===== config.mk =====
export PLATFORM = sky130hd
export DESIGN_NAME = ntm_matrix_top
export DESIGN_NICKNAME = d
export VERILOG_FILES = /design/src/ntm_data_pkg.sv /design/src/ntm_ctrl_pkg.sv /design/src/ntm_operand_port.sv /design/src/ntm_dot_product.sv /design/src/ntm_result_port.sv /design/src/ntm_matrix_multiplier.sv /design/src/ntm_matrix_top.sv
export VERILOG_INCLUDE_DIRS = /design/src /design/src/src
export SDC_FILE = /design/constraint.sdc
export NUM_CORES = 1
export LEC_CHECK = 0
export BUFFER_PORTS_ARGS = -buffer_cell sky130_fd_sc_hd__buf_4
export CAP_MARGIN = 0
export CORE_MARGIN = 5
export CORE_UTILIZATION = 45
export CTS_CLUSTER_DIAMETER = 30
export DETAILED_ROUTE_END_ITERATION = 10
export GPL_TIMING_DRIVEN = 0
export SYNTH_ARGS = -nofsm -noshare
export SYNTH_HDL_FRONTEND = slang
export SYNTH_SLANG_ARGS = --single-unit
export TNS_END_PERCENT = 100

===== constraint.sdc =====
create_clock -name CLK -period 7.5 [get_ports CLK]
set_clock_uncertainty 0.15 [all_clocks]
set_input_delay 0.375 -clock CLK [delete_from_list [all_inputs] [get_ports CLK]]
set_output_delay 0.375 -clock CLK [all_outputs]
set_load 0.01 [all_outputs]

===== src/ntm_macros.svh =====
/* Matrix multiplier sizes */

`ifndef NTM_MACROS_SVH
`define NTM_MACROS_SVH

////////////////////////////////////////////////////////////
// Arithmetic widths
////////////////////////////////////////////////////////////

// Signed matrix element
`define NTM_DATA_WIDTH 16

// Dot product accumulator, wraps modulo 2^32
`define NTM_ACC_WIDTH 32

////////////////////////////////////////////////////////////
// Dimensions
////////////////////////////////////////////////////////////

// Loop index and dimension field
`define NTM_DIM_WIDTH 4
// Largest M, K or N
`define NTM_MAX_DIM 8

`endif


===== src/ntm_data_pkg.sv =====
/* Matrix data types */

`default_nettype none

`include "ntm_macros.svh"

package ntm_data_pkg;

  // Scalars
  typedef logic signed [`NTM_DATA_WIDTH-1:0] ntm_elem_t;
  typedef logic signed [`NTM_ACC_WIDTH-1:0]  ntm_acc_t;
  typedef logic        [`NTM_DIM_WIDTH-1:0]  ntm_idx_t;

  // Command dimensions, C is m x n, inner length k
  typedef struct packed {
    ntm_idx_t m;
    ntm_idx_t k;
    ntm_idx_t n;
  } ntm_dims_t;

  // One operand pair, A[i][k] and B[k][j]
  typedef struct packed {
    ntm_elem_t a;
    ntm_elem_t b;
  } ntm_pair_t;

  // Finished element with its (i, j) tag
  typedef struct packed {
    ntm_idx_t row;
    ntm_idx_t col;
    ntm_acc_t value;
  } ntm_result_t;

endpackage

`default_nettype wire


===== src/ntm_ctrl_pkg.sv =====
/* Matrix control types */

`default_nettype none

package ntm_ctrl_pkg;

  import ntm_data_pkg::*;

  // Controller states
  typedef enum logic [2:0] {
    IDLE,
    FETCH,
    ACCUM,
    EMIT,
    DONE
  } ntm_mm_state_t;

  // Four-phase master phases
  typedef enum logic [1:0] {
    REQ_LOW,
    REQ_HIGH,
    WAIT_ACK_LOW
  } ntm_hs_phase_t;

  // Operand index request
  typedef struct packed {
    ntm_idx_t i;
    ntm_idx_t j;
    ntm_idx_t k;
  } ntm_op_req_t;

endpackage

`default_nettype wire


===== src/ntm_operand_port.sv =====
/* Operand fetch port */

`timescale 1ns/10ps
`default_nettype none

module ntm_operand_port
  import ntm_data_pkg::*;
  import ntm_ctrl_pkg::*;
(
  input  logic        CLK,
  input  logic        RST,
  input  logic        fetch,
  input  ntm_op_req_t fetch_idx,
  input  logic        op_ack,
  input  ntm_pair_t   op_data,
  output logic        op_req,
  output ntm_op_req_t op_idx,
  output logic        pair_valid,
  output ntm_pair_t   pair
);

  ntm_hs_phase_t phase;
  // Fetch seen while the previous ack is still high
  logic          fetch_pend;

  ////////////////////////////////////////////////////////////
  // Handshake FSM
  ////////////////////////////////////////////////////////////

  always_ff @(posedge CLK or posedge RST) begin
    if (RST) begin
      phase      <= REQ_LOW;
      op_req     <= 1'b0;
      pair_valid <= 1'b0;
      fetch_pend <= 1'b0;
    end else begin
      pair_valid <= 1'b0;
      if (fetch) begin
        fetch_pend <= 1'b1;
      end
      case (phase)
        REQ_LOW: begin
          // Index already registered, safe to raise req
          if (fetch_pend) begin
            op_req     <= 1'b1;
            fetch_pend <= fetch;
            phase      <= REQ_HIGH;
          end
        end
        REQ_HIGH: begin
          if (op_ack) begin
            op_req     <= 1'b0;
            pair_valid <= 1'b1;
            phase      <= WAIT_ACK_LOW;
          end
        end
        WAIT_ACK_LOW: begin
          if (!op_ack) begin
            phase <= REQ_LOW;
          end
        end
        default: phase <= REQ_LOW;
      endcase
    end
  end

  // Index and reply registers
  always_ff @(posedge CLK) begin
    if (fetch) begin
      op_idx <= fetch_idx;
    end
    // Memory data valid only while ack is high
    if (phase == REQ_HIGH && op_ack) begin
      pair <= op_data;
    end
  end

endmodule

`default_nettype wire


===== src/ntm_dot_product.sv =====
/* Dot product MAC */

`timescale 1ns/10ps
`default_nettype none

module ntm_dot_product
  import ntm_data_pkg::*;
(
  input  logic      CLK,
  input  logic      RST,
  input  logic      acc_start,
  input  ntm_idx_t  k_count,
  input  logic      pair_valid,
  input  ntm_pair_t pair,
  output logic      acc_ready,
  output ntm_acc_t  acc_value
);

  ////////////////////////////////////////////////////////////
  // Signals
  ////////////////////////////////////////////////////////////

  // Pairs taken since the last start
  ntm_idx_t pair_cnt;
  // Sign-extended product of the current pair
  ntm_acc_t product;
  // Running sum
  ntm_acc_t acc;
  logic     last_pair;

  ////////////////////////////////////////////////////////////
  // Multiply
  ////////////////////////////////////////////////////////////

  // Both operands signed, so they extend to 32 bits first
  always_comb begin
    product = pair.a * pair.b;
  end

  assign last_pair = (pair_cnt + 1'b1 == k_count);

  ////////////////////////////////////////////////////////////
  // Pair counter and ready flag
  ////////////////////////////////////////////////////////////

  always_ff @(posedge CLK or posedge RST) begin
    if (RST) begin
      pair_cnt  <= '0;
      acc_ready <= 1'b0;
    end else if (acc_start) begin
      pair_cnt  <= '0;
      acc_ready <= 1'b0;
    end else if (pair_valid && !acc_ready) begin
      pair_cnt <= pair_cnt + 1'b1;
      // Ready shows one cycle after the K-th pair
      if (last_pair) begin
        acc_ready <= 1'b1;
      end
    end
  end

  ////////////////////////////////////////////////////////////
  // Accumulator
  ////////////////////////////////////////////////////////////

  // Wraps modulo 2^32, no saturation
  always_ff @(posedge CLK) begin
    if (acc_start) begin
      acc <= '0;
    end else if (pair_valid && !acc_ready) begin
      acc <= acc + product;
    end
  end

  // Held until the next start
  assign acc_value = acc;

endmodule

`default_nettype wire


===== src/ntm_result_port.sv =====
/* Result delivery port */

`timescale 1ns/10ps
`default_nettype none

module ntm_result_port
  import ntm_data_pkg::*;
  import ntm_ctrl_pkg::*;
(
  input  logic        CLK,
  input  logic        RST,
  input  logic        emit,
  input  ntm_result_t emit_data,
  input  logic        res_ack,
  output logic        res_req,
  output ntm_result_t res_data,
  output logic        emit_done
);

  ntm_hs_phase_t phase;

  ////////////////////////////////////////////////////////////
  // Handshake FSM
  ////////////////////////////////////////////////////////////

  always_ff @(posedge CLK or posedge RST) begin
    if (RST) begin
      phase     <= REQ_LOW;
      res_req   <= 1'b0;
      emit_done <= 1'b0;
    end else begin
      emit_done <= 1'b0;
      case (phase)
        REQ_LOW: begin
          if (emit) begin
            res_req <= 1'b1;
            phase   <= REQ_HIGH;
          end
        end
        REQ_HIGH: begin
          // Consumer has taken the element
          if (res_ack) begin
            res_req <= 1'b0;
            phase   <= WAIT_ACK_LOW;
          end
        end
        WAIT_ACK_LOW: begin
          if (!res_ack) begin
            emit_done <= 1'b1;
            phase     <= REQ_LOW;
          end
        end
        default: phase <= REQ_LOW;
      endcase
    end
  end

  // Held stable through the whole handshake
  always_ff @(posedge CLK) begin
    if (emit && phase == REQ_LOW) begin
      res_data <= emit_data;
    end
  end

endmodule

`default_nettype wire


===== src/ntm_matrix_multiplier.sv =====
/* Matrix multiplier controller */

`timescale 1ns/10ps
`default_nettype none

`include "ntm_macros.svh"

module ntm_matrix_multiplier
  import ntm_data_pkg::*;
  import ntm_ctrl_pkg::*;
(
  input  logic        CLK,
  input  logic        RST,
  input  logic        cmd_req,
  input  ntm_dims_t   cmd_dims,
  input  logic        op_ack,
  input  ntm_pair_t   op_data,
  input  logic        res_ack,
  output logic        cmd_ack,
  output logic        op_req,
  output ntm_op_req_t op_idx,
  output logic        res_req,
  output ntm_result_t res_data
);

  ////////////////////////////////////////////////////////////
  // Signals
  ////////////////////////////////////////////////////////////

  ntm_mm_state_t state;
  ntm_dims_t     dims;
  ntm_idx_t      i_idx;
  ntm_idx_t      j_idx;
  ntm_idx_t      k_idx;
  logic          last_i;
  logic          last_j;
  logic          last_k;

  // Operand port side
  logic          fetch;
  ntm_op_req_t   fetch_idx;
  logic          pair_valid;
  ntm_pair_t     pair;

  // Dot product side
  logic          acc_start;
  logic          acc_ready;
  ntm_acc_t      acc_value;

  // Result port side
  logic          emit;
  logic          emit_done;
  ntm_result_t   emit_data;

  // 0 runs as 1, anything past the maximum is clipped
  function automatic ntm_idx_t fix_dim(input ntm_idx_t d);
    if (d == '0) begin
      return ntm_idx_t'(1);
    end
    if (d > ntm_idx_t'(`NTM_MAX_DIM)) begin
      return ntm_idx_t'(`NTM_MAX_DIM);
    end
    return d;
  endfunction

  assign last_i = (i_idx == dims.m - 1'b1);
  assign last_j = (j_idx == dims.n - 1'b1);
  assign last_k = (k_idx == dims.k - 1'b1);

  ////////////////////////////////////////////////////////////
  // Loop FSM
  ////////////////////////////////////////////////////////////

  always_ff @(posedge CLK or posedge RST) begin
    if (RST) begin
      state     <= IDLE;
      dims      <= '0;
      i_idx     <= '0;
      j_idx     <= '0;
      k_idx     <= '0;
      fetch     <= 1'b0;
      fetch_idx <= '0;
      acc_start <= 1'b0;
      emit      <= 1'b0;
      emit_data <= '0;
      cmd_ack   <= 1'b0;
    end else begin
      // Pulses by default
      fetch     <= 1'b0;
      acc_start <= 1'b0;
      emit      <= 1'b0;
      case (state)
        IDLE: begin
          if (cmd_req) begin
            dims.m    <= fix_dim(cmd_dims.m);
            dims.k    <= fix_dim(cmd_dims.k);
            dims.n    <= fix_dim(cmd_dims.n);
            i_idx     <= '0;
            j_idx     <= '0;
            k_idx     <= '0;
            fetch_idx <= '0;
            fetch     <= 1'b1;
            acc_start <= 1'b1;
            state     <= FETCH;
          end
        end
        FETCH: begin
          // One pair in flight, next k once it lands
          if (pair_valid) begin
            if (last_k) begin
              state <= ACCUM;
            end else begin
              k_idx       <= k_idx + 1'b1;
              fetch_idx.i <= i_idx;
              fetch_idx.j <= j_idx;
              fetch_idx.k <= k_idx + 1'b1;
              fetch       <= 1'b1;
            end
          end
        end
        ACCUM: begin
          if (acc_ready) begin
            emit_data.row   <= i_idx;
            emit_data.col   <= j_idx;
            emit_data.value <= acc_value;
            emit            <= 1'b1;
            state           <= EMIT;
          end
        end
        EMIT: begin
          // Row-major, j fastest
          if (emit_done) begin
            if (last_i && last_j) begin
              cmd_ack <= 1'b1;
              state   <= DONE;
            end else begin
              k_idx       <= '0;
              fetch_idx.k <= '0;
              fetch       <= 1'b1;
              acc_start   <= 1'b1;
              state       <= FETCH;
              if (last_j) begin
                i_idx       <= i_idx + 1'b1;
                j_idx       <= '0;
                fetch_idx.i <= i_idx + 1'b1;
                fetch_idx.j <= '0;
              end else begin
                j_idx       <= j_idx + 1'b1;
                fetch_idx.i <= i_idx;
                fetch_idx.j <= j_idx + 1'b1;
              end
            end
          end
        end
        DONE: begin
          // Host closes the command handshake
          if (!cmd_req) begin
            cmd_ack <= 1'b0;
            state   <= IDLE;
          end
        end
        default: state <= IDLE;
      endcase
    end
  end

  ////////////////////////////////////////////////////////////
  // Datapath blocks
  ////////////////////////////////////////////////////////////

  ntm_operand_port ntm_operand_port_i (
    .CLK        (CLK),
    .RST        (RST),
    .fetch      (fetch),
    .fetch_idx  (fetch_idx),
    .op_ack     (op_ack),
    .op_data    (op_data),
    .op_req     (op_req),
    .op_idx     (op_idx),
    .pair_valid (pair_valid),
    .pair       (pair)
  );

  // Pairs go straight on, pair_valid is already one cycle
  ntm_dot_product ntm_dot_product_i (
    .CLK        (CLK),
    .RST        (RST),
    .acc_start  (acc_start),
    .k_count    (dims.k),
    .pair_valid (pair_valid),
    .pair       (pair),
    .acc_ready  (acc_ready),
    .acc_value  (acc_value)
  );

  ntm_result_port ntm_result_port_i (
    .CLK       (CLK),
    .RST       (RST),
    .emit      (emit),
    .emit_data (emit_data),
    .res_ack   (res_ack),
    .res_req   (res_req),
    .res_data  (res_data),
    .emit_done (emit_done)
  );

endmodule

`default_nettype wire


===== src/ntm_matrix_top.sv =====
/* Matrix multiplier top */

`timescale 1ns/10ps
`default_nettype none

module ntm_matrix_top
  import ntm_data_pkg::*;
  import ntm_ctrl_pkg::*;
(
  input  logic        CLK,
  input  logic        RST,
  // Command port
  input  logic        cmd_req,
  input  ntm_dims_t   cmd_dims,
  output logic        cmd_ack,
  // Operand memory port
  input  logic        op_ack,
  input  ntm_pair_t   op_data,
  output logic        op_req,
  output ntm_op_req_t op_idx,
  // Result port
  input  logic        res_ack,
  output logic        res_req,
  output ntm_result_t res_data
);

  // Single compute tile
  ntm_matrix_multiplier ntm_matrix_multiplier_i (
    .CLK      (CLK),
    .RST      (RST),
    .cmd_req  (cmd_req),
    .cmd_dims (cmd_dims),
    .op_ack   (op_ack),
    .op_data  (op_data),
    .res_ack  (res_ack),
    .cmd_ack  (cmd_ack),
    .op_req   (op_req),
    .op_idx   (op_idx),
    .res_req  (res_req),
    .res_data (res_data)
  );

endmodule

`default_nettype wire


# [Word level (Yosys, flattened, before mapping)]
# Index checks and enable logic that the tools add are counted.
[totals] ff_bits=213 input_bits=49 out_inout_bits=55 wordCells=206
[classes] n_addsub=8 n_mul=1 n_lt_le_gt_ge=3 n_eq_ne=28 n_mux=101 n_reduce_logical=30
[op_table] cell="$mux 4" n=25
[op_table] cell="$mux 12" n=5
[op_table] cell="$mux 1" n=45
[op_table] cell="$pmux 12 s3" n=1
[op_table] cell="$add 32x32->32" n=1
[op_table] cell="$mul 16x16->32" n=1
[op_table] cell="$ne 2x2->1 const B" n=12
[op_table] cell="$mux 3" n=7
[op_table] cell="$add 4x1->4 const B" n=4
[op_table] cell="$eq 4x4->1" n=4
[op_table] cell="$pmux 4 s2" n=2
[op_table] cell="$pmux 3 s5" n=1
[op_table] cell="$gt 4x4->1 const B" n=3
[op_table] cell="$logic_not 4->1" n=3
[op_table] cell="$mux 2" n=6
[op_table] cell="$pmux 2 s3" n=2
[op_table] cell="$pmux 4 s3" n=1
[op_table] cell="$reduce_and 3->1" n=4
[op_table] cell="$reduce_and 6->1" n=2
[op_table] cell="$reduce_bool 2->1" n=6
[op_table] cell="$sub 4x1->4 const B" n=3
[op_table] cell="$mux 8" n=1
[op_table] cell="$ne 2x1->1 const B" n=4
[op_table] cell="$pmux 1 s2" n=4
[op_table] cell="other kinds (14)" n=24

# [Longest topological paths before layout]
# Gate-level depths: netlist of the first run.
[logic_depth] ltp_word=9 ltp_mapped=23 mapped_depth_nobuf=22

# [Cells and area by module]
# A second synthesis of the first run with hierarchy kept.
[hier_totals] hier_cells=1824 area_unflattened_um2=19152.1
[modules_own_cells] module="ntm_dot_product" instances=1 cells_each=1369 area_per_inst_um2=12330.6 seq_area_each_um2=765.7
[modules_own_cells] module="ntm_matrix_multiplier" instances=1 cells_each=337 area_per_inst_um2=3940.0 seq_area_each_um2=2077.0
[modules_own_cells] module="ntm_operand_port" instances=1 cells_each=62 area_per_inst_um2=1517.7 seq_area_each_um2=1446.4
[modules_own_cells] module="ntm_result_port" instances=1 cells_each=56 area_per_inst_um2=1363.8 seq_area_each_um2=1301.2

# [Worst setup path after synthesis of the first run]
# Ideal clock, no wire load.
[synth_timing] path_kind="reg-to-reg" startpoint="register, netlist name ntm_matrix_multiplier_i.ntm_operand_port_i.pair[31]" endpoint="register ntm_matrix_multiplier_i.ntm_dot_product_i.acc[31] (netlist: ntm_matrix_multiplier_i.ntm_dot_product_i.acc_value[31])" setup_time_ns=0.074 arrival_ns=6.181 required_time_ns=7.276 path_slack_ns=1.095 path_stages_with_launch=24 period_less_slack_ns=6.405 cell_sequence="edfxtp_1 -> clkbuf_1 -> nand2_1 -> inv_1 -> fa_1 -> inv_1 -> fa_1 -> inv_1 -> fa_1 -> fa_1 -> fa_1 -> inv_1 -> fa_1 -> inv_1 -> ha_1 -> clkbuf_1 -> a21o_1 -> a31oi_1 -> o211ai_1 -> a21oi_1 -> o21ai_2 -> a2111oi_0 -> o21ai_0 -> a31oi_1"
[synth_between] elab_chain_cells=2
[synth_lines] element="$mul 16x16->32" line="ntm_dot_product.sv:37" source="product = pair.a * pair.b;"
[synth_lines] element="$add 32x32->32" line="ntm_dot_product.sv:71" source="acc <= acc + product;"
[synth_lines] element="end signal, assigned" line="ntm_dot_product.sv:71"
[synth_lines] element="end, declared" line="ntm_dot_product.sv:28" source="ntm_acc_t acc;"
# Every way passes these cells.
# A chain may end at the register's enable or synchronous reset.

# [Worst setup path in the final report of the first run]
[layout_timing] startpoint="register, netlist name ntm_matrix_multiplier_i.ntm_operand_port_i.pair[22]" endpoint="register ntm_matrix_multiplier_i.ntm_dot_product_i.acc[30] (netlist: ntm_matrix_multiplier_i.ntm_dot_product_i.acc_value[30])"
[layout_between] elab_chain_cells=2
[layout_lines] element="$mul 16x16->32" line="ntm_dot_product.sv:37"
[layout_lines] element="$add 32x32->32" line="ntm_dot_product.sv:71"
# Every way passes these cells.

==> results of run 1 <==
[timing repair]
action / in CTS / in global routing
hold buffers: 48 / 0
endpoints found under the setup margin: 0 / 4
gates resized for setup: 0 / 3
endpoints found under the hold margin: 86 / 0
[stage by stage]
stage	cells	hold slack (ns)	area (µm²)	util, %
final	2584	0.216	22600	54.1
after global routing	2584	0.242	22600	54.1
after CTS	2586	0.194	22600	54.1
after detailed placement	2445	0.276	20400	48.9
after global placement	2438	0.278	20300	48.7
after floorplan	1796	0.271	18900	-
[worst paths after layout]
check                                                        end  slack, ns  cells past startpoint
setup / recovery                                            flop       0.34                     22
max in group asynchronous  ntm_matrix_multiplier_i.emit_data[12]       6.27                      4
hold reg to reg                                             flop       0.29                      0
min in group CLK                                            flop       0.29                      0
hold / removal                     ntm_matrix_multiplier_i.fetch       0.22                      3
setup reg to reg                                            flop       0.34                     22
[sequential cells by signal, indices dropped and copies added, names as in the netlist, 3 cells and up]
signal and count:
ntm_matrix_multiplier_i.emit_data 40, ntm_matrix_multiplier_i.ntm_result_port_i.res_data 40, ntm_matrix_multiplier_i.ntm_dot_product_i.acc_value 32, ntm_matrix_multiplier_i.ntm_operand_port_i.pair 32, ntm_matrix_multiplier_i.dims 12, ntm_matrix_multiplier_i.fetch_idx 12
ntm_matrix_multiplier_i.ntm_operand_port_i.op_idx 12, ntm_matrix_multiplier_i.i_idx 4, ntm_matrix_multiplier_i.j_idx 4, ntm_matrix_multiplier_i.k_idx 4, ntm_matrix_multiplier_i.ntm_dot_product_i.pair_cnt 4, ntm_matrix_multiplier_i.state 3
[area by class of cell]
class	instances	area share, %
Inverter	355	5.91
Timing Repair Buffer	158	6.02
Multi-Input combinational cell	1172	52.0
Buffer	54	0.958
Clock buffer	60	5.94
Clock inverter	33	1.48
Sequential cell	213	24.8
Tap cell	539	2.99
[layout by cell type, fill, tap and decap left out, types with 6 or more instances in the layout]
master	instances
ha_1	105
edfxtp_1	84
clkinv_1	6
a211oi_1	10
clkbuf_16	52
and2_1	123
nand2_1	210
nor2_1	63
dfrtp_1	97
a31oi_1	7
xor2_1	18
a21o_1	11
o31ai_1	7
nor3_1	12
mux2_2	43
inv_1	351
a21oi_1	57
fa_1	292
clkinv_2	9
o21ai_0	45
clkbuf_1	53
buf_4	104
dfxtp_1	32
dlygate4sd3_1	48
o21ai_1	6
nand2b_1	17
xnor2_1	43
nand3_1	26
[cell families (layout without fill, tap and decap cells)]
logic type / count (synthesis) / after routing
xor gates and xnor gates: 63 / 63
buffers and inverters: 411 / 660
and+or+nand+nor: 486 / 486
DFF: 213 / 213
adders and majority gates: 397 / 397
AOI/OAI and AO/OA: 181 / 181
muxes: 45 / 45
[layer usage]
metal  part of all wire, %  wire length (µm)  up-vias  global-route usage (%)
li1                      -                 -     6045                       -
met3                   4.8              2290       91                    3.72
met4                   3.3              1560        0                    7.04
met2                    49             23100      328                    35.9
met5                     0                 0        -                       0
met1                    43             20500     6708                    28.6
[critical path, cell delays in order, from the launching register on]
cell and delay [ns]:
edfxtp_1 0.63, clkbuf_1 0.62, nand2_1 0.16, fa_1 0.53, inv_1 0.05, fa_1 0.52, inv_1 0.06, fa_1 0.53
inv_1 0.05, fa_1 0.46, fa_1 0.51, inv_1 0.05, fa_1 0.49, inv_1 0.05, ha_1 0.35, and4_1 0.27
and2_1 0.16, a22oi_1 0.39, a21boi_1 0.21, o41ai_2 0.41, o21ai_1 0.14, xnor2_1 0.18, o21ai_1 0.09
==> impl_results.md, run 1 <==
* Status: finished clean
* Port Buf Inserts at approximately 100
* WL final at 47500 µm
* CTS sink cnt at 213
* CP Capture Type: flop
* Register area share after synthesis at around 30%
* GRT Util Overall at 21.4%
* Post-Synth XOR/XNOR Area at ~3.1%
* Vias in the first global route at 14400
* Largest net degree at the start of global routing at 65
* Synth area leader: fa_1
* Core Footprint at 41800 µm²
* Yosys reg bits at 213
* Die footprint at 46100 µm²
* Share of layout cells above drive strength 1 at ~13%
* Number of unique standard cell types used by synthesis at 65
* F_max at around 0.14 GHz
* Total global routing overflow at 0
* Proportion of synthesized area in mux cells at 2.67%
* CTS root buf: clkbuf_16
* Synth top area cells: fa_1, edfxtp_1, dfrtp_1
* Period utilization at a little over nine tenths
* Routed length per placed instance at about 18 µm
* CTS tree: built
* WS Path Type: flop to flop
* Skew-Pair Late Insertion Delay at 0.59 ns
* Actual slew at the worst max-slew pin at 0.851 ns
* Mapped cell area at around 19000 µm²
* Layout area overhead at 19.7%
* Max-cap violations at 0
* Area share of fa/ha/maj cells after synthesis at between 30% and 40%
* Post-synthesis async set-or-reset flop share at 45.5%
* Cells after Synth at 1796
* Commonest cells post-synth: inv_1, fa_1, nand2_1
* Initial DRT Pass Iterations at 6
* Req. time, crit path at 7.81 ns
* Multi-input logic area at 11700 µm²
* Syn avg cell area at 10.5 µm²
* Data arrival time of the critical path at 7.47 ns
* Hold Crit Class: input port to async pin
* Most common cell in the netlist: inv_1
* H-Tree Depth at 2
* Initial antenna violation count at 1
* Die Wd at 215 µm
* Number of flops mapped to enable cells by yosys at 84
* TritonCTS buffer count at 50
* Final #Nets at around 2500
* Final setup violation count at 0
* Mapped Nets at between 2000 and 2500
* Top-area cell type share of the netlist area at 31.0%
* Remaining antenna violation count at 0
* Vias/cell at between 5 and 6
* Post-CTS setup buffers at 0
* First-pass GRT wire length at ~78000 µm
* Initial DRC Count at ~760
* Post-synthesis compound-gate area fraction at 5.96%
* Main synth FF type: dfrtp_1
* Gpl congestion at 0.909
* Rel. slew slack at 43.1%
* Setup WS pre-CTS at around 0.15 ns
* Clock slew at reported path FFs at 0.05 ns
* # fillers at 3684
* Setup TNS Final at 0 ns
* CP max FO at 10
* Min setup slack post-route at about 0.34 ns
* RSZ-0062 raised after global routing: no
* DR vias at 13200
* Drc violations at 0
* CTS max path bufs at 3
* Register Area at 5590 µm²
* Top-Level Pins at 104
* Initial Util at 45.2%
* Post-layout min period at slightly above 7 ns
* Die Y at ~210 µm
* Hold Vio Cnt, Final at 0
* Post-synthesis simple-gate area fraction at 12.5%
* Synth warn at 0
* Diode count at 0
* DP HPWL at 37900 µm
* Max-slew violation count at 0
* Startpoint types: flop
* Largest family of logic cells by synthesized area: adder cells
* Num rows at 75
Power of run 1 is left out: the tool's default activity adds up to more than one toggle a clock period on the data nets, which glitch-free logic cannot reach.
==> inputs of run 2 (changes only) <==
--- a/config.mk
+++ b/config.mk
@@ -13,6 +13,7 @@
 export CTS_CLUSTER_DIAMETER = 30
 export DETAILED_ROUTE_END_ITERATION = 10
 export GPL_TIMING_DRIVEN = 0
+export MAX_ROUTING_LAYER = met4
 export SYNTH_ARGS = -nofsm -noshare
 export SYNTH_HDL_FRONTEND = slang
 export SYNTH_SLANG_ARGS = --single-unit
==> impl_results.md, run 2 (synthesized netlist as in run 1, its figures left out) <==
* Status: finished clean
* Commonest non-fill, non-tap cell in the layout: inv_1
* DP HPWL at 37800 µm
* Biggest regs: ntm_matrix_multiplier_i.emit_data (40), ntm_matrix_multiplier_i.ntm_result_port_i.res_data (40)
* Largest net degree at the start of global routing at 60
* Final setup violation count at 0
* Rel. slew slack at about a fifth
* First-pass GRT wire length at 78000 µm
* Setup TNS Final at 0 ns
* Die Y at 215 µm
* Hold Crit Class: input port to async pin
* Actual slew at the worst max-slew pin at approximately 1.2 ns
* CP Capture Type: flop
* Post-layout min period at 7.17 ns
* Share of layout cells above drive strength 1 at roughly an eighth
* DR vias at 13200
* DR WL met3 at 3150 µm
* Hold Vio Cnt, Final at 0
* Req. time, crit path at around 7.8 ns
* WL met1 at 20100 µm
* Final #Nets at ~2500
* CTS root buf: clkbuf_16
* CTS sink cnt at 213
* Register Area at ~5600 µm²
* DR WL met2 at 23700 µm
* Die footprint at 46100 µm²
* Top-Level Pins at 104
* Max-slew violation count at 0
* Initial Util at 45.2%
* Port Buf Inserts at 103
* Vias/cell at 5.11
* Register-to-register setup slack at around 0.33 ns
* CTS tree: built
* Period utilization at a little over nine tenths
* CP max FO at 10
* Data arrival time of the critical path at 7.51 ns
* WL final at ~48000 µm
* Num rows at 75
* Max-cap violations at 0
* Clock slew at reported path FFs at 0.05 ns
* F_max at 0.140 GHz
* Gpl congestion at approximately 0.92
* # fillers at between 3000 and 4000
* WS Path Type: flop to flop
* Drc violations at 0
* Remaining antenna violation count at 0
* Layout area overhead at 20.5%
* TritonCTS buffer count at 51
* Vias in the first global route at 14200
* Core Footprint at 41800 µm²
* Total global routing overflow at 0
* RSZ-0062 raised after global routing: no
* Startpoint types: flop
* CTS max path bufs at 3
* DR top layer: met4
* H-Tree Depth at 2
* Multi-input logic area at between 10000 and 15000 µm²
* Initial DRC Count at ~850
* GRT Util Overall at about 22%
* Initial antenna violation count at 1
* Skew-Pair Late Insertion Delay at 0.59 ns
* Die Wd at 215 µm
* Initial DRT Pass Iterations at 5
* Routed length per placed instance at 18.6 µm
* Most frequent cells in the layout: inv_1, fa_1, nand2_1
* Cell depth of the worst flop-to-flop path at 23
[run 2: changes by cell type in the layout (fill, tap and decap cells not counted), moves of 2 or more]
cell        previous run  this run
clkbuf_16             52        55
diode_2                0         2
clkinvlp_4             5         8
buf_4                104       107
clkinv_2               9         6
clkbuf_1              53        51
clkbuf_2               0         2
[run 2: worst max-delay path, stage by stage (launching register included)]
cell and delay [ns]:
edfxtp_1 0.54, clkbuf_2 0.29, nand2_1 0.21, inv_1 0.10, fa_2 0.68, inv_1 0.09
fa_1 0.68, clkinvlp_4 0.21, fa_1 0.49, fa_1 0.51, fa_1 0.51, inv_1 0.05
fa_1 0.47, inv_1 0.04, ha_1 0.25, clkbuf_1 0.20, a21o_1 0.20, a31oi_1 0.18
o211ai_1 0.13, a21oi_1 0.18, o21ai_2 0.10, a2111oi_1 0.51, o21ai_0 0.16, a31oi_1 0.16
[run 2: repair_timing]
action                                 in CTS  in global routing
setup endpoints to repair                   0                  4
buffers inserted                            0                  3
endpoints found under the hold margin      91                  0
gates resized for setup                     0                  7
hold buffers                               48                  0
[run 2: worst max path at each step]
stage          start  endpoint  depth (start not counted)
6_report        flop      flop                         23
5_1_grt         flop      flop                         23
4_1_cts         flop      flop                         23
3_5_place_dp    flop      flop                         23
3_3_place_gp    flop      flop                         23
2_1_floorplan   flop      flop                         23
[run 2: cell type report]
class	count	area share, %
multi-input cells	1172	51.6
flip-flops and latches	213	24.6
clock buffers	62	6.21
repair buffers	160	6.05
inverters	355	5.89
well taps	539	2.97
clock inverters	33	1.68
plain buffers	55	0.980
diodes	2	0.0220
[run 2: metrics by stage]
step	cell area (µm²)	worst slack, ns	instances	utilization [%]	hold slack, ns
after floorplan	18900	1.09	1796	-	0.271
after global placement	20300	0.227	2438	48.7	0.275
after detailed placement	20400	0.151	2444	48.9	0.279
after CTS	22700	0.116	2587	54.4	0.227
after global routing	22700	0.0157	2590	54.4	0.284
final	22700	0.333	2591	54.4	0.241
[run 2: metal layers]
layer	global-route usage, %	up-vias
li1	-	6054
met1	28.8	6698
met2	36.3	406
met3	4.29	86
met4	5.69	0
met5	-	-
Power of run 2 is left out for the same reason.
==> inputs of run 3 (changes only) <==
--- a/config.mk
+++ b/config.mk
@@ -14,6 +14,7 @@
 export DETAILED_ROUTE_END_ITERATION = 10
 export GPL_TIMING_DRIVEN = 0
 export MAX_ROUTING_LAYER = met4
+export REMOVE_ABC_BUFFERS = 1
 export SYNTH_ARGS = -nofsm -noshare
 export SYNTH_HDL_FRONTEND = slang
 export SYNTH_SLANG_ARGS = --single-unit
==> constraint.sdc (replaced) <==
create_clock -name CLK -period 7.5 [get_ports CLK]
set_clock_uncertainty 0.15 [all_clocks]
set_input_delay 0.75 -clock CLK [delete_from_list [all_inputs] [get_ports CLK]]
set_output_delay 0.75 -clock CLK [all_outputs]
set_load 0.01 [all_outputs]
==> impl_results.md, run 3 (synthesized netlist as in run 1, its figures left out) <==
* Number of hold buffers added after cts at 0
* Setup TNS Final at 0 ns
* Most Crowded Layer GR: met2
* Die footprint at 46100 µm²
* Final #Nets at 2363
* CP Capture Type: flop
* WS Path Type: flop to flop
* Routed length per placed instance at about 17 µm
* GRT Util Overall at 20.0%
* Initial DRT Pass Iterations at 6
* Drc violations at 0
* Vias/cell at 5.08
* Diode count at 0
* Initial DRC Count at 596
* Hold Vio Cnt, Final at 0
* F_max at 0.141 GHz
* Biggest regs: ntm_matrix_multiplier_i.emit_data (40), ntm_matrix_multiplier_i.ntm_result_port_i.res_data (40)
* CTS tree: built
* Skew-Pair Late Insertion Delay at 0.58 ns
* Status: finished clean
* Share of layout cells above drive strength 1 at 13.8%
* DP HPWL at 32600 µm
* TritonCTS buffer count at 52
* Cells after DPL at 2395
* CTS max path bufs at 3
* Period utilization at 94.4%
* Req. time, crit path at 7.85 ns
* CTS root buf: clkbuf_16
* Met2 Track Usage GR at around a third
* Data arrival time of the critical path at 7.43 ns
* Final setup violation count at 0
* WL final at ~43000 µm
* Layout area overhead at 17.3%
* Die Y at 215 µm
* Most common cell on crit path: fa_1
* Remaining antenna violation count at 0
* Crit path max-delay cell type: fa_1
* Actual slew at the worst max-slew pin at 0.948 ns
* First-pass GRT wire length at 72200 µm
* Vias in the first global route at 13900
* Setup WS pre-CTS at approximately 0.2 ns
* Most frequent cells in the layout: inv_1, fa_1, nand2_1
* RSZ-0062 raised after global routing: no
* Clock slew at reported path FFs at 0.05 ns
* Hold Crit Class: input port to async pin
* Critical path, cell by cell: nand2_1 -> inv_1 -> fa_1 -> inv_1 -> fa_1 -> clkinvlp_4 -> fa_1 -> fa_1 -> fa_1 -> inv_1 -> fa_1 -> inv_1 -> ha_1 -> a21o_1 -> a31oi_1 -> o211ai_1 -> a21oi_1 -> o21ai_2 -> a2111oi_1 -> o21ai_0 -> a31oi_1
* Top-Level Pins at about 100
* CP max FO at 10
* Rel. slew slack at 36.8%
* Initial antenna violation count at 0
* Port Buf Inserts at 103
* CTS sink cnt at 213
* DR vias at 12700
* Largest net degree at the start of global routing at 57
* H-Tree Depth at 2
* Commonest non-fill, non-tap cell in the layout: inv_1
* Core Footprint at 41800 µm²
* Met1 usage at 25.6%
* Final cell count without fillers at 2500
* Min setup slack post-route at approximately 0.42 ns
* Total global routing overflow at 0
* Startpoint types: flop
* Post-layout min period at 7.08 ns
* Die Wd at between 200 and 250 µm
* Gpl congestion at approximately 0.89
* Register-to-register setup slack at 0.42 ns
* Num rows at 75
* Met3 Use GR at 3.07%
* Max-cap violations at 0
* Max-slew violation count at 0
* Worst path max stage delay at 0.72 ns
* Initial Util at 45.2%
-- run 3: cell types whose count changed in the layout (fill, tap and decap cells not counted), sizes merged --
cell / change
buf: +3
clkbuf: -42
clkinv: -4
dlygate4sd3: -48
bufinv: +3
clkinvlp: -4
inv: +3
diode: -2
-- run 3: final timing paths --
check                                                   endpoint  cells past startpoint
max                                                         flop                     21
min                        ntm_matrix_multiplier_i.emit_data[38]                      2
max reg2reg                                                 flop                     21
min reg2reg                                                 flop                      0
max in group asynchronous   ntm_matrix_multiplier_i.fetch_idx[5]                      3
min in group CLK                                            flop                      2
-- run 3: layout make-up --
cell class                      count  area [µm²]
Clock buffer                       67        1400
Clock inverter                     31         403
Fill cell                        3706       19600
Inverter                          355        1340
Multi-Input combinational cell   1172       11700
Sequential cell                   213        5590
Tap cell                          539         674
Timing Repair Buffer              123         978
-- run 3: metrics by stage --
stage / hold slack (ns) / util, % / area, µm²
6_report: 0.114 / 53.0 / 22100
5_1_grt: 0.151 / 53.0 / 22100
4_1_cts: 0.110 / 52.9 / 22100
3_5_place_dp: 0.279 / 48.5 / 20300
3_3_place_gp: 0.279 / 48.1 / 20100
2_1_floorplan: 0.271 / - / 18600
-- run 3: worst max-delay path: cells and delay by family (launching register included) --
| kind | cells | cell delay [ns] |
|---|---|---|
| simple gates | 1 | 0.22 |
| fa+ha+maj | 7 | 3.80 |
| buf+inv | 5 | 0.57 |
| flops | 1 | 0.54 |
| compound gates | 8 | 1.76 |
-- run 3: timing repair --
| action | 4_1_cts | 5_1_grt |
|---|---|---|
| setup buffers | 0 | 7 |
| setup endpoints to repair | 0 | 1 |
| gates resized for setup | 0 | 2 |
-- run 3: routing by layer --
layer  vias up  part of all wire, %  routed length, µm
li1       5877                    -                  -
met5         -                    0                  0
met4         0                  2.2                944
met2       224                   51              21700
met3        64                  3.5               1510
met1      6528                   44              18700
Power of run 3 is left out for the same reason.
